**src/hw/prof_macros.svh**
```systemverilog
`ifndef PROF_MACROS_SVH
`define PROF_MACROS_SVH

// Counter geometry
`define PROF_COUNT_W 32
`define PROF_NUM_CNT 20

// Bus ID width and the IDs the two caches issue with
`define PROF_AXI_ID_W  5
`define PROF_IC_AXI_ID 5'd0
`define PROF_DC_AXI_ID 5'd12

// Counter index map, stall slots are base plus reason code
`define PROF_SLOT_MCYCLE      0
`define PROF_SLOT_MINSTRET    1
`define PROF_SLOT_STALL_BASE  2
`define PROF_SLOT_IC_RD_CNT   14
`define PROF_SLOT_DC_RD_CNT   15
`define PROF_SLOT_DC_WR_CNT   16
`define PROF_SLOT_IC_RD_PEND  17
`define PROF_SLOT_DC_RD_PEND  18
`define PROF_SLOT_DC_WR_PEND  19

`endif

```
**src/hw/prof_pkg.sv**
```systemverilog
`include "prof_macros.svh"

package prof_pkg;

  // Issue stall reasons, lower code has higher priority
  typedef enum logic [3:0] {
    exception = 4'd0,
    csr_flush = 4'd1,
    amo_flush = 4'd2,
    br_miss   = 4'd3,
    fence     = 4'd4,
    sb_full   = 4'd5,
    br_haz    = 4'd6,
    raw_haz   = 4'd7,
    fu_busy   = 4'd8,
    iq_full   = 4'd9,
    ic_miss   = 4'd10,
    unknown   = 4'd11
  } stall_reason_e;

  // One counter value
  typedef logic [`PROF_COUNT_W-1:0] count_t;

  // Whole bank as seen by software
  typedef count_t [`PROF_NUM_CNT-1:0] count_bank_t;

  typedef logic [`PROF_AXI_ID_W-1:0] axi_id_t;

endpackage

```
**src/hw/prof_event_if.sv**
```systemverilog
`timescale 1ns/1ps
`include "prof_macros.svh"

interface prof_event_if
  import prof_pkg::*;
();

  // Issue stage outcome for this cycle
  logic          stall_v;
  logic          retire;
  stall_reason_e reason;

  // Bus traffic per cache stream
  logic ic_rd_start;
  logic dc_rd_start;
  logic dc_wr_start;
  logic ic_rd_pend;
  logic dc_rd_pend;
  logic dc_wr_pend;

  modport attr_mp (output stall_v, retire, reason);

  modport dma_mp (output ic_rd_start, dc_rd_start, dc_wr_start,
                  ic_rd_pend, dc_rd_pend, dc_wr_pend);

  modport bank_mp (input stall_v, retire, reason,
                   ic_rd_start, dc_rd_start, dc_wr_start,
                   ic_rd_pend, dc_rd_pend, dc_wr_pend);

endinterface

```
**src/hw/frontend_stall_tracker.sv**
```systemverilog
`timescale 1ns/1ps

module frontend_stall_tracker (
  input  logic clk_i,
  input  logic reset_i,
  input  logic iq_ready_i,
  input  logic ic_miss_i,
  input  logic ic_dresp_valid_i,
  output logic fe_iq_full_o,
  output logic fe_ic_miss_o
);

  logic miss_pend_r;

  // Outstanding I$ miss, held until the refill response
  always_ff @(posedge clk_i) begin
    if (reset_i) begin
      miss_pend_r <= 1'b0;
    end else if (ic_miss_i) begin
      miss_pend_r <= 1'b1;
    end else if (ic_dresp_valid_i) begin
      miss_pend_r <= 1'b0;
    end
  end

  // One stage between fetch and issue
  always_ff @(posedge clk_i) begin
    if (reset_i) begin
      fe_iq_full_o <= 1'b0;
      fe_ic_miss_o <= 1'b0;
    end else begin
      fe_iq_full_o <= ~iq_ready_i;
      fe_ic_miss_o <= ic_miss_i | miss_pend_r;
    end
  end

  // Cache never answers in the cycle it reports a new miss
  a_miss_resp_excl: assert property (@(posedge clk_i) disable iff (reset_i)
    !(ic_miss_i && ic_dresp_valid_i));

endmodule

```
**src/hw/stall_attribution.sv**
```systemverilog
`timescale 1ns/1ps

module stall_attribution
  import prof_pkg::*;
(
  input  logic is_valid_i,
  input  logic is_ack_i,
  input  logic is_sb_full_i,
  input  logic is_unresolved_branch_i,
  input  logic is_ro_stall_i,
  input  logic is_fu_busy_i,
  input  logic flush_unissued_i,
  input  logic branch_mispredict_i,
  input  logic flush_amo_i,
  input  logic flush_csr_i,
  input  logic exception_i,
  input  logic iq_valid_i,
  input  logic fe_iq_full_i,
  input  logic fe_ic_miss_i,
  prof_event_if.attr_mp ev
);

  // One bit per reason code below unknown
  logic [unknown-1:0] cand_li;
  logic               retire_li;
  logic               issue_blk_li;
  logic               fe_empty_li;
  logic               other_flush_li;
  stall_reason_e      pick_li;

  assign retire_li = is_ack_i & ~flush_unissued_i;

  // Instruction waiting at issue but not accepted
  assign issue_blk_li = is_valid_i & ~is_ack_i;

  // Nothing at issue and nothing in the queue either
  assign fe_empty_li = ~is_valid_i & ~iq_valid_i;

  assign other_flush_li = exception_i | flush_csr_i | flush_amo_i | branch_mispredict_i;

  always_comb begin
    cand_li            = '0;
    cand_li[exception] = exception_i;
    cand_li[csr_flush] = flush_csr_i;
    cand_li[amo_flush] = flush_amo_i;
    cand_li[br_miss]   = branch_mispredict_i;
    cand_li[fence]     = flush_unissued_i & ~other_flush_li;
    cand_li[sb_full]   = issue_blk_li & is_sb_full_i;
    cand_li[br_haz]    = issue_blk_li & is_unresolved_branch_i;
    cand_li[raw_haz]   = issue_blk_li & is_ro_stall_i;
    cand_li[fu_busy]   = issue_blk_li & is_fu_busy_i;
    cand_li[iq_full]   = fe_empty_li & fe_iq_full_i;
    cand_li[ic_miss]   = fe_empty_li & fe_ic_miss_i;
  end

  // Walk from the lowest priority up so the lowest code lands last
  always_comb begin
    pick_li = unknown;
    for (int i = int'(unknown) - 1; i >= 0; i--) begin
      if (cand_li[i]) begin
        pick_li = stall_reason_e'(4'(i));
      end
    end
  end

  assign ev.retire  = retire_li;
  assign ev.stall_v = ~retire_li;
  assign ev.reason  = pick_li;

endmodule

```
**src/hw/dma_pending_tracker.sv**
```systemverilog
`timescale 1ns/1ps
`include "prof_macros.svh"

module dma_pending_tracker
  import prof_pkg::*;
(
  input  logic    clk_i,
  input  logic    reset_i,
  input  logic    ar_valid_i,
  input  logic    ar_ready_i,
  input  axi_id_t ar_id_i,
  input  logic    r_valid_i,
  input  logic    r_last_i,
  input  axi_id_t r_id_i,
  input  logic    aw_valid_i,
  input  logic    aw_ready_i,
  input  axi_id_t aw_id_i,
  input  logic    b_valid_i,
  input  axi_id_t b_id_i,
  prof_event_if.dma_mp ev
);

  // Stream 0 is I$ read, 1 is D$ read and 2 is D$ write
  localparam int num_strm_lp = 3;

  logic [num_strm_lp-1:0] addr_v_li;
  logic [num_strm_lp-1:0] addr_acc_li;
  logic [num_strm_lp-1:0] end_li;
  logic [num_strm_lp-1:0] pend_r;
  logic [num_strm_lp-1:0] pend_lo;

  assign addr_v_li[0] = ar_valid_i & (ar_id_i == `PROF_IC_AXI_ID);
  assign addr_v_li[1] = ar_valid_i & (ar_id_i == `PROF_DC_AXI_ID);
  assign addr_v_li[2] = aw_valid_i & (aw_id_i == `PROF_DC_AXI_ID);

  assign addr_acc_li[1:0] = addr_v_li[1:0] & {2{ar_ready_i}};
  assign addr_acc_li[2]   = addr_v_li[2] & aw_ready_i;

  // Last read beat or write response closes the transfer
  assign end_li[0] = r_valid_i & r_last_i & (r_id_i == `PROF_IC_AXI_ID);
  assign end_li[1] = r_valid_i & r_last_i & (r_id_i == `PROF_DC_AXI_ID);
  assign end_li[2] = b_valid_i & (b_id_i == `PROF_DC_AXI_ID);

  // Set wins over end in the same cycle
  always_ff @(posedge clk_i) begin
    if (reset_i) begin
      pend_r <= '0;
    end else begin
      pend_r <= addr_v_li | (pend_r & ~end_li);
    end
  end

  // New transfer shows pending in its own cycle
  assign pend_lo = addr_v_li | pend_r;

  assign ev.ic_rd_start = addr_acc_li[0];
  assign ev.dc_rd_start = addr_acc_li[1];
  assign ev.dc_wr_start = addr_acc_li[2];
  assign ev.ic_rd_pend  = pend_lo[0];
  assign ev.dc_rd_pend  = pend_lo[1];
  assign ev.dc_wr_pend  = pend_lo[2];

endmodule

```
**src/hw/event_counter_bank.sv**
```systemverilog
`timescale 1ns/1ps
`include "prof_macros.svh"

module event_counter_bank
  import prof_pkg::*;
(
  input  logic          clk_i,
  input  logic          reset_i,
  input  logic          en_i,
  prof_event_if.bank_mp ev,
  output count_bank_t   counters_o
);

  localparam int num_stall_lp = int'(unknown) + 1;

  logic [`PROF_NUM_CNT-1:0] inc_li;
  count_bank_t              cnt_r;

  // Stall slots whose value differs between two snapshots
  function automatic logic [num_stall_lp-1:0] stall_moved(count_bank_t now_v,
                                                          count_bank_t old_v);
    logic [num_stall_lp-1:0] moved;
    for (int k = 0; k < num_stall_lp; k++) begin
      moved[k] = now_v[`PROF_SLOT_STALL_BASE + k] != old_v[`PROF_SLOT_STALL_BASE + k];
    end
    return moved;
  endfunction

  always_comb begin
    inc_li                                    = '0;
    inc_li[`PROF_SLOT_MCYCLE]                 = 1'b1;
    inc_li[`PROF_SLOT_MINSTRET]               = ev.retire;
    inc_li[`PROF_SLOT_STALL_BASE + ev.reason] = ev.stall_v;
    inc_li[`PROF_SLOT_IC_RD_CNT]              = ev.ic_rd_start;
    inc_li[`PROF_SLOT_DC_RD_CNT]              = ev.dc_rd_start;
    inc_li[`PROF_SLOT_DC_WR_CNT]              = ev.dc_wr_start;
    inc_li[`PROF_SLOT_IC_RD_PEND]             = ev.ic_rd_pend;
    inc_li[`PROF_SLOT_DC_RD_PEND]             = ev.dc_rd_pend;
    inc_li[`PROF_SLOT_DC_WR_PEND]             = ev.dc_wr_pend;
  end

  // Free running, wraps at full width
  always_ff @(posedge clk_i) begin
    if (reset_i) begin
      cnt_r <= '0;
    end else if (en_i) begin
      for (int i = 0; i < `PROF_NUM_CNT; i++) begin
        if (inc_li[i]) begin
          cnt_r[i] <= cnt_r[i] + 1'b1;
        end
      end
    end
  end

  assign counters_o = cnt_r;

  a_one_stall_slot: assert property (@(posedge clk_i) disable iff (reset_i)
    (en_i && ev.stall_v) |=> $countones(stall_moved(cnt_r, $past(cnt_r))) == 1);

endmodule

```
**src/hw/core_profiler.sv**
```systemverilog
`timescale 1ns/1ps
`include "prof_macros.svh"

module core_profiler
  import prof_pkg::*;
(
  input  logic        clk_i,
  input  logic        reset_i,
  input  logic        en_i,
  // Fetch side
  input  logic        iq_valid_i,
  input  logic        iq_ready_i,
  input  logic        ic_miss_i,
  input  logic        ic_dresp_valid_i,
  // Issue stage
  input  logic        is_valid_i,
  input  logic        is_ack_i,
  input  logic        is_sb_full_i,
  input  logic        is_unresolved_branch_i,
  input  logic        is_ro_stall_i,
  input  logic        is_fu_busy_i,
  // Flushes
  input  logic        flush_unissued_i,
  input  logic        branch_mispredict_i,
  input  logic        flush_amo_i,
  input  logic        flush_csr_i,
  input  logic        exception_i,
  // AXI master channels
  input  logic        ar_valid_i,
  input  logic        ar_ready_i,
  input  axi_id_t     ar_id_i,
  input  logic        r_valid_i,
  input  logic        r_last_i,
  input  axi_id_t     r_id_i,
  input  logic        aw_valid_i,
  input  logic        aw_ready_i,
  input  axi_id_t     aw_id_i,
  input  logic        b_valid_i,
  input  axi_id_t     b_id_i,
  output count_bank_t counters_o
);

  logic fe_iq_full_lo;
  logic fe_ic_miss_lo;

  prof_event_if ev_bus ();

  frontend_stall_tracker i_fe_tracker (
    .clk_i           (clk_i),
    .reset_i         (reset_i),
    .iq_ready_i      (iq_ready_i),
    .ic_miss_i       (ic_miss_i),
    .ic_dresp_valid_i(ic_dresp_valid_i),
    .fe_iq_full_o    (fe_iq_full_lo),
    .fe_ic_miss_o    (fe_ic_miss_lo)
  );

  stall_attribution i_stall_attr (
    .is_valid_i(is_valid_i), .is_ack_i(is_ack_i), .is_sb_full_i(is_sb_full_i),
    .is_unresolved_branch_i(is_unresolved_branch_i), .is_ro_stall_i(is_ro_stall_i),
    .is_fu_busy_i(is_fu_busy_i), .flush_unissued_i(flush_unissued_i),
    .branch_mispredict_i(branch_mispredict_i), .flush_amo_i(flush_amo_i),
    .flush_csr_i(flush_csr_i), .exception_i(exception_i), .iq_valid_i(iq_valid_i),
    .fe_iq_full_i(fe_iq_full_lo), .fe_ic_miss_i(fe_ic_miss_lo), .ev(ev_bus.attr_mp)
  );

  dma_pending_tracker i_dma_tracker (
    .clk_i(clk_i), .reset_i(reset_i),
    .ar_valid_i(ar_valid_i), .ar_ready_i(ar_ready_i), .ar_id_i(ar_id_i),
    .r_valid_i(r_valid_i), .r_last_i(r_last_i), .r_id_i(r_id_i),
    .aw_valid_i(aw_valid_i), .aw_ready_i(aw_ready_i), .aw_id_i(aw_id_i),
    .b_valid_i(b_valid_i), .b_id_i(b_id_i), .ev(ev_bus.dma_mp)
  );

  event_counter_bank i_cnt_bank (
    .clk_i(clk_i), .reset_i(reset_i), .en_i(en_i),
    .ev(ev_bus.bank_mp), .counters_o(counters_o)
  );

endmodule

```
**config.mk**
```make
export PLATFORM = sky130hd
export DESIGN_NAME = core_profiler
export DESIGN_NICKNAME = d
export VERILOG_FILES = /design/src/hw/prof_pkg.sv /design/src/hw/prof_event_if.sv /design/src/hw/frontend_stall_tracker.sv /design/src/hw/stall_attribution.sv /design/src/hw/dma_pending_tracker.sv /design/src/hw/event_counter_bank.sv /design/src/hw/core_profiler.sv
export VERILOG_INCLUDE_DIRS = /design/src /design/src/hw
export SDC_FILE = /design/constraint.sdc
export NUM_CORES = 1
export LEC_CHECK = 0
export ABC_AREA = 0
export BUFFER_PORTS_ARGS = -buffer_cell sky130_fd_sc_hd__buf_4
export CORE_AREA = 2 2 265 267
export CTS_CLUSTER_SIZE = 30
export DETAILED_ROUTE_END_ITERATION = 16
export DIE_AREA = 0 0 267 269
export GPL_ROUTABILITY_DRIVEN = 1
export PLACE_DENSITY_LB_ADDON = 0.2
export SLEW_MARGIN = 40
export SYNTH_ARGS = -nofsm -noshare
export SYNTH_HDL_FRONTEND = slang
export SYNTH_SLANG_ARGS = --single-unit
```
**constraint.sdc**
```tcl
create_clock -name clk_i -period 3.1 [get_ports clk_i]
set_input_delay 0.155 -clock clk_i [delete_from_list [all_inputs] [get_ports clk_i]]
set_output_delay 0.155 -clock clk_i [all_outputs]
set_load 0.05 [all_outputs]
```
==> out/results.txt, run 1 <==
number of cell rows - 97
clk_lat worst skew - 620 ps
GP Congestion - 0.901
Die Y - 269 um
list of most frequent post-synthesis cells - dfxtp_1, nor2_1, xnor2_1, nand2_1
PortBufs - 684
total track usage - 24.8%
Layout fillers - 6392
gr ovfl total - 0
CP Launch Type - register
post-placement cell area - 36500 um^2
via/cell ratio - 5.24
full die area - 71800 um^2
number of synthesized flops with an enable pin - 0
first-pass GRT wire length - 143000 um
drt first pass iters - 5
share of flip-flops with an asynchronous set or reset - 0%
most frequent cell on the critical path - buf_4
WL final - 94400 um
layout cells sized above 1 - 22.7%
slowest stage cell, crit path - nor4b_4
Hold Vio Cnt, Final - 0
post-route cell area - 39400 um^2
leak pwr - 15.0 nW
Arr. time, crit path - 3510 ps
CP cell instances - nor3b_2 -> o221ai_2 -> nand3_2 -> inv_2 -> ha_4 -> nor2_4 -> nand4_1 -> nor4b_4 -> buf_4 -> buf_4 -> o211ai_1 -> buf_4 -> or3_1 -> a21oi_1
post-synth cell types - 64
largest net degree at the start of global routing - 127
Routed Antenna Nets - 0
detailed placer's ending HPWL - 69600 um
Max Buffers Root-to-Sink - 3
Worst R2R Path Depth - 14
share of the synthesized area in the top cell type - 43.5%
vias in the first global route - 25.3k
minimum clock period - 2960 ps
pre-CTS setup slack - -74.0 ps
cts bufs inserted - 73
initial antenna violation count - 0
synthesized net count - 3618
synth top area cells - dfxtp_1, xnor2_1, nor2_1, xor2_1, nand3_1
Critical Path RT - 3650 ps
Worst Path Class, Setup - reg -> reg
Detailed Route Iter0 Violations - 1967
Hold Path Class - in -> reg
power consumption - 17.8 mW
Slew @ Worst Pin - 703 ps
R2R Setup Slk - 140 ps
hold wc startpoint - ar_id_i[3]
Core Area - 69300 um^2
CTS root buf - clkbuf_16
via count - 27.7k
Cell Count, Final, Fillers Out - 5287
Synth Cell Area - 29700 um^2
hold endpoint - i_dma_tracker.pend_r[1]$_SDFF_PP0_
clk sinks - 646
Slowest Stage Delay on Critical Path - 360 ps
Syn Inst Count - 3552
NumNets Final - 4353
reg2reg start - i_fe_tracker.fe_iq_full_o$_SDFF_PP0_
worst path bufs/invs - 4
Wirelength per Cell - 17.9 um
Max transition margin - 52.7%
I/O pin cnt - 685
DRC violations left - 0
CP endpoint kind - register
status - complete, no violations
Power Density - 452 nW/um^2
maximum vdd ir drop - 0.357 mV
Worst Clk Skew - 37.7 ps
fin worst setup slack - 138 ps
CTS tree - done
RSZ-0062 raised after global routing - true
multi-input logic area - 16000 um^2
max-slew violation count - 0
Register Area - 12900 um^2
final period utilization - 95.6%
Max-Cap Viols - 0
Largest delay share family, worst path - simple AND/OR/NAND/NOR gates
worst-path maximum fanout - 8
clock slew at reported path FFs - 60 ps
htree depth - 3
Layout area overhead - 32.5%
cell taking the most area after synthesis - dfxtp_1
Initial Util - 42.9%
Synth Warn # - 0
RR Endpoint - i_cnt_bank.counters_o[51]$_SDFFE_PP0P_
Placed Instances - 5129
flops & latches, synth - 646
Synth Flop Type - dfxtp_1
Die W - 267 um
fmax - 338 MHz
Setup Viol. Count Final - 0
Seq/Total Area, Yosys - 43.5%
count leader, synth - dfxtp_1
Synth Area per Inst - 8.36 um^2
Hold Path Cell Cnt - 4
# diodes - 0
[tightest hold or removal path, delay by kind of cell]
kind,cells,cell delay (ps)
buffers and inverters,1,90
and+or+nand+nor,2,340
AOI/OAI and AO/OA,1,60
[layout by cell type, fill, tap and decap left out, types with 38 or more instances in the layout]
cell type,synthesis,routed
inv_1,69,69
and4_1,62,62
nand4_1,161,161
and3_1,103,103
clkbuf_16,0,76
xor2_1,216,216
o21ai_0,90,89
nor2_1,608,607
dfxtp_1,646,646
nand2_1,244,244
buf_4,1,798
or3_1,94,90
nor3_1,120,120
nor4_1,123,120
a21oi_1,108,103
nand3_1,216,215
and2_1,38,38
xnor2_1,299,299
[power by group]
part | internal (mW) | total [mW] | switching [mW]
Combinational | 0.171 | 0.531 | 0.360
Sequential | 8.31 | 8.33 | 0.0126
Clock | 5.30 | 8.92 | 3.62
[cell type report]
type	count	share of cell area (%)
Clock inverter	24	0.738
Tap cell	940	2.99
Multi-Input combinational cell	2664	40.7
Inverter	71	0.677
Sequential cell	646	32.9
Timing Repair Buffer	831	16.5
Clock buffer	111	5.62
[registers in the layout, summed over array words and instances (netlist names)]
signal / count
i_fe_tracker.fe_iq_full_o: 1
i_fe_tracker.fe_ic_miss_o: 1
i_dma_tracker.pend_r: 3
i_fe_tracker.miss_pend_r: 1
i_cnt_bank.counters_o: 640
[worst max path at each step]
stage / startpoint / to / slack, ps / cells past startpoint
final: i_fe_tracker.fe_iq_full_o$_SDFF_PP0_ / i_cnt_bank.counters_o[51]$_SDFFE_PP0P_ / 140 / 14
after floorplan: i_fe_tracker.fe_iq_full_o$_SDFF_PP0_ / i_cnt_bank.counters_o[109]$_SDFFE_PP0P_ / 50 / 11
after global placement: exception_i / i_cnt_bank.counters_o[398]$_SDFFE_PP0P_ / -30 / 10
after CTS: i_fe_tracker.fe_iq_full_o$_SDFF_PP0_ / i_cnt_bank.counters_o[60]$_SDFFE_PP0P_ / 30 / 13
after global routing: i_fe_tracker.fe_iq_full_o$_SDFF_PP0_ / i_cnt_bank.counters_o[51]$_SDFFE_PP0P_ / -50 / 14
after detailed placement: exception_i / i_cnt_bank.counters_o[49]$_SDFFE_PP0P_ / -70 / 13
[through the flow]
stage               TNS, ps  hold slack, ps  utilization [%]
global route           -163             106             56.8
global placement       -268             389             52.7
detailed placement     -699             389             52.7
CTS                       0            25.1             56.6
finish                    0            86.4             56.8
floorplan                 0             227                -
[what timing repair did]
item | in CTS | in global routing
hold buffers | 17 | 0
pin swaps | 1 | 8
buffers inserted | 0 | 6
endpoints found under the hold margin | 50 | 0
resized for setup | 2 | 17
endpoints found under the setup margin | 21 | 30
[cell families after synthesis]
logic type / count (synthesis) / synth area share (%)
AND/OR/NAND/NOR: 1871 / 32.1
flip-flops: 646 / 43.5
XOR/XNOR: 517 / 15.3
buffers and inverters: 242 / 3.09
AO/OA/AOI/OAI: 238 / 4.52
adder cells (fa/ha/maj): 21 / 0.885
multiplexers: 17 / 0.602
[metal layers]
| metal | wire length, um | vias up | track usage [%] |
|---|---|---|---|
| li1 | - | 13800 | - |
| met1 | 39400 | 12900 | 30.7 |
| met2 | 43700 | 789 | 40.3 |
| met3 | 7290 | 200 | 7.21 |
| met4 | 4010 | 0 | 10.6 |
| met5 | 0 | - | 0 |
Power figures use the tool's default switching activity.
==> run 2, diff against run 1 <==
- CORE_AREA: 2 2 265 267 -> 2 2 267 269
- DIE_AREA: 0 0 267 269 -> 0 0 269 271
- HOLD_SLACK_MARGIN: default -> 0.15
- SYNTH_HIERARCHICAL: default -> 1
==> out/results.txt, run 2 <==
WL final - 98800 um (was 94400 um)
Worst R2R Path Depth - 9 (was 14)
full die area - 72900 um^2 (was 71800 um^2)
fin worst setup slack - 92.6 ps (was 138 ps)
Max-Cap Viols - 0 (unchanged)
Detailed Route Iter0 Violations - 1761 (was 1967)
Critical Path RT - 3620 ps (was 3650 ps)
number of cell rows - 97 (unchanged)
Max Buffers Root-to-Sink - 3 (unchanged)
Initial Util - 43.2% (was 42.9%)
clock slew at reported path FFs - 60 ps (about the same)
Layout area overhead - 31.0% (was 32.5%)
clk_lat worst skew - 610 ps (was 620 ps)
post-synthesis xor/xnor area fraction - 10.4% (was 15.3%)
largest family of logic cells by synthesized area - simple AND/OR/NAND/NOR gates (unchanged)
via/cell ratio - 5.51 (was 5.24)
GP Congestion - 0.841 (was 0.901)
initial antenna violation count - 0 (unchanged)
share of the synthesized area in the top cell type - 42.9% (was 43.5%)
detailed placer's ending HPWL - 72900 um (was 69600 um)
cts bufs inserted - 73 (unchanged)
clk sinks - 646 (unchanged)
reg2reg start - i_fe_tracker/fe_ic_miss_o$_SDFF_PP0_ (was i_fe_tracker.fe_iq_full_o$_SDFF_PP0_)
most frequent cells in the layout - buf_4, dfxtp_1, nor2_1 (unchanged)
# diodes - 0 (unchanged)
Synth Area per Inst - 8.31 um^2 (was 8.36 um^2)
leak pwr - 14.4 nW (was 15.0 nW)
Worst Setup SP - i_fe_tracker/fe_ic_miss_o$_SDFF_PP0_ (was i_fe_tracker.fe_iq_full_o$_SDFF_PP0_)
number of synthesized flops with an enable pin - 0 (unchanged)
CP endpoint kind - register (unchanged)
list of most frequent post-synthesis cells - dfxtp_1, nor2_1, a21oi_1, nand3_1, nand2_1 (was dfxtp_1, nor2_1, xnor2_1, nand2_1)
cell taking the most area after synthesis - dfxtp_1 (unchanged)
largest net degree at the start of global routing - 157 (was 127)
Die W - 269 um (was 267 um)
synthesized net count - 3693 (was 3618)
Syn Inst Count - 3627 (was 3552)
Routed Antenna Nets - 0 (unchanged)
commonest non-fill, non-tap cell in the layout - buf_4 (unchanged)
gr ovfl total - 0 (unchanged)
multiplexer share of the synthesized area - 0.668% (was 0.602%)
fmax - 333 MHz (was 338 MHz)
via count - 29.5k (was 27.7k)
layout cells sized above 1 - 22.4% (was 22.7%)
Hold Vio Cnt, Final - 0 (unchanged)
CP Launch Type - register (unchanged)
post-synthesis compound-gate area fraction - 10.6% (was 4.52%)
NumNets Final - 4427 (was 4353)
CP endpoint - i_cnt_bank/counters_o[439]$_SDFFE_PP0P_ (was i_cnt_bank.counters_o[51]$_SDFFE_PP0P_)
area share of and/or/nand/nor cells after synthesis - 31.2% (was 32.1%)
Seq/Total Area, Yosys - 42.9% (was 43.5%)
worst-path maximum fanout - 13 (was 8)
Max transition margin - 40.1% (was 52.7%)
RSZ-0062 raised after global routing - false (was true)
DRC violations left - 0 (unchanged)
status - complete, no violations (unchanged)
Hold Path Class - in -> reg (unchanged)
post-synth cell types - 63 (was 64)
vias in the first global route - 26.7k (was 25.3k)
pre-CTS setup slack - -105 ps (was -74.0 ps)
share of flip-flops with an asynchronous set or reset - 0% (unchanged)
htree depth - 3 (unchanged)
Core Area - 69800 um^2 (was 69300 um^2)
Synth Cell Area - 30100 um^2 (was 29700 um^2)
first-pass GRT wire length - 151000 um (was 143000 um)
CTS root buf - clkbuf_16 (unchanged)
Die Y - 271 um (was 269 um)
Synth Flop Type - dfxtp_1 (unchanged)
Slew @ Worst Pin - 898 ps (was 703 ps)
CTS tree - done (unchanged)
max reg flops - 640 (unchanged)
Power Density - 435 nW/um^2 (was 452 nW/um^2)
Wirelength per Cell - 18.5 um (was 17.9 um)
total track usage - 25.7% (was 24.8%)
Layout fillers - 6455 (was 6392)
Setup Viol. Count Final - 0 (unchanged)
Cell Count, Final, Fillers Out - 5354 (was 5287)
Worst Path Class, Setup - reg -> reg (unchanged)
final period utilization - 97.0% (was 95.6%)
count leader, synth - dfxtp_1 (unchanged)
Worst Clk Skew - 23.5 ps (was 37.7 ps)
Placed Instances - 5205 (was 5129)
max-slew violation count - 0 (unchanged)
I/O pin cnt - 685 (unchanged)
PortBufs - 684 (unchanged)
Synth Area in Adders - 0.872% (was 0.885%)
R2R Setup Slk - 90 ps (was 140 ps)
Synth Warn # - 6 (was 0)
drt first pass iters - 8 (was 5)
flops & latches, synth - 646 (unchanged)
minimum clock period - 3010 ps (was 2960 ps)
synth top area cells - dfxtp_1, xnor2_1, nor2_1, xor2_1, a21oi_1 (was dfxtp_1, xnor2_1, nor2_1, xor2_1, nand3_1)
maximum vdd ir drop - 0.330 mV (was 0.357 mV)
RR Endpoint - i_cnt_bank/counters_o[439]$_SDFFE_PP0P_ (was i_cnt_bank.counters_o[51]$_SDFFE_PP0P_)
Arr. time, crit path - 3530 ps (was 3510 ps)
## run 2: final cells by class
cell class,count,area (um^2),area share (%)
inverter,81,304,0.770
multi-input combinational,2714,16200,41.1
tap,940,1180,2.98
clock buffer,101,2080,5.27
clock inverter,27,213,0.538
sequential,646,12900,32.7
timing repair buffer,845,6550,16.6
## run 2: worst max-delay path: stages, from the launching register on
cell and delay [ps]:
dfxtp_1 290, nor4b_1 140, a2111oi_1 370, o2bb2ai_1 270, buf_4 220, and4_1 300
nand2_1 190, or3_1 560, or4_1 450, a21oi_1 140
## run 2: cell families (layout without fill, tap and decap cells)
| kind of cell | count (synthesis) | in the layout |
|---|---|---|
| mux | 19 | 19 |
| buf+inv | 267 | 1054 |
| compound gates | 564 | 564 |
| simple gates | 1752 | 1752 |
| xor+xnor | 358 | 358 |
| flops | 646 | 646 |
| fa+ha+maj | 21 | 21 |
## run 2: worst min path at each step
stage / startpoint / end / depth (start not counted)
after floorplan: reset_i / i_fe_tracker/miss_pend_r$_SDFFE_PP0P_ / 1
after global placement: iq_ready_i / i_fe_tracker/fe_iq_full_o$_SDFF_PP0_ / 2
after detailed placement: iq_ready_i / i_fe_tracker/fe_iq_full_o$_SDFF_PP0_ / 2
after CTS: aw_id_i[1] / i_cnt_bank/counters_o[513]$_SDFFE_PP0P_ / 6
after global routing: aw_id_i[1] / i_cnt_bank/counters_o[609]$_SDFFE_PP0P_ / 5
final: aw_id_i[1] / i_cnt_bank/counters_o[513]$_SDFFE_PP0P_ / 6
## run 2: timing repair
item,4_1_cts,5_1_grt
setup endpoints to repair,0,9
gates resized for setup,0,4
endpoints found under the hold margin,53,0
hold buffers,20,0
setup buffers,0,1
## run 2: through the flow
| stage | utilization, % | total power [mW] | setup TNS (ps) | area [um^2] | hold slack [ps] |
|---|---|---|---|---|---|
| 5_1_grt | 56.6 | 17.7 | 0 | 39500 | 199 |
| 6_report | 56.6 | 17.2 | 0 | 39500 | 186 |
| 3_5_place_dp | 53.0 | 8.97 | -1640 | 37000 | 311 |
| 2_1_floorplan | - | 8.76 | 0 | 30100 | 217 |
| 4_1_cts | 56.6 | 17.4 | 0 | 39500 | 162 |
| 3_3_place_gp | 53.0 | 8.97 | -1300 | 37000 | 307 |
## run 2: report_power, final
group | switching, mW | leakage [nW] | total (mW) | internal (mW)
registers | 0.0130 | 5.20 | 8.33 | 8.31
logic | 0.327 | 8.08 | 0.480 | 0.153
clock network | 3.53 | 1.14 | 8.39 | 4.86
## run 2: per-layer routing
layer | part of all wire [%] | routed length, um | GRT usage [%] | vias to the layer above
li1 | - | - | - | 14600
met1 | 41 | 41000 | 31.3 | 14000
met2 | 47 | 46900 | 42.7 | 750
met3 | 7.1 | 6990 | 6.90 | 184
met4 | 4.1 | 4020 | 10.4 | 0
met5 | 0 | 0 | 0 | -
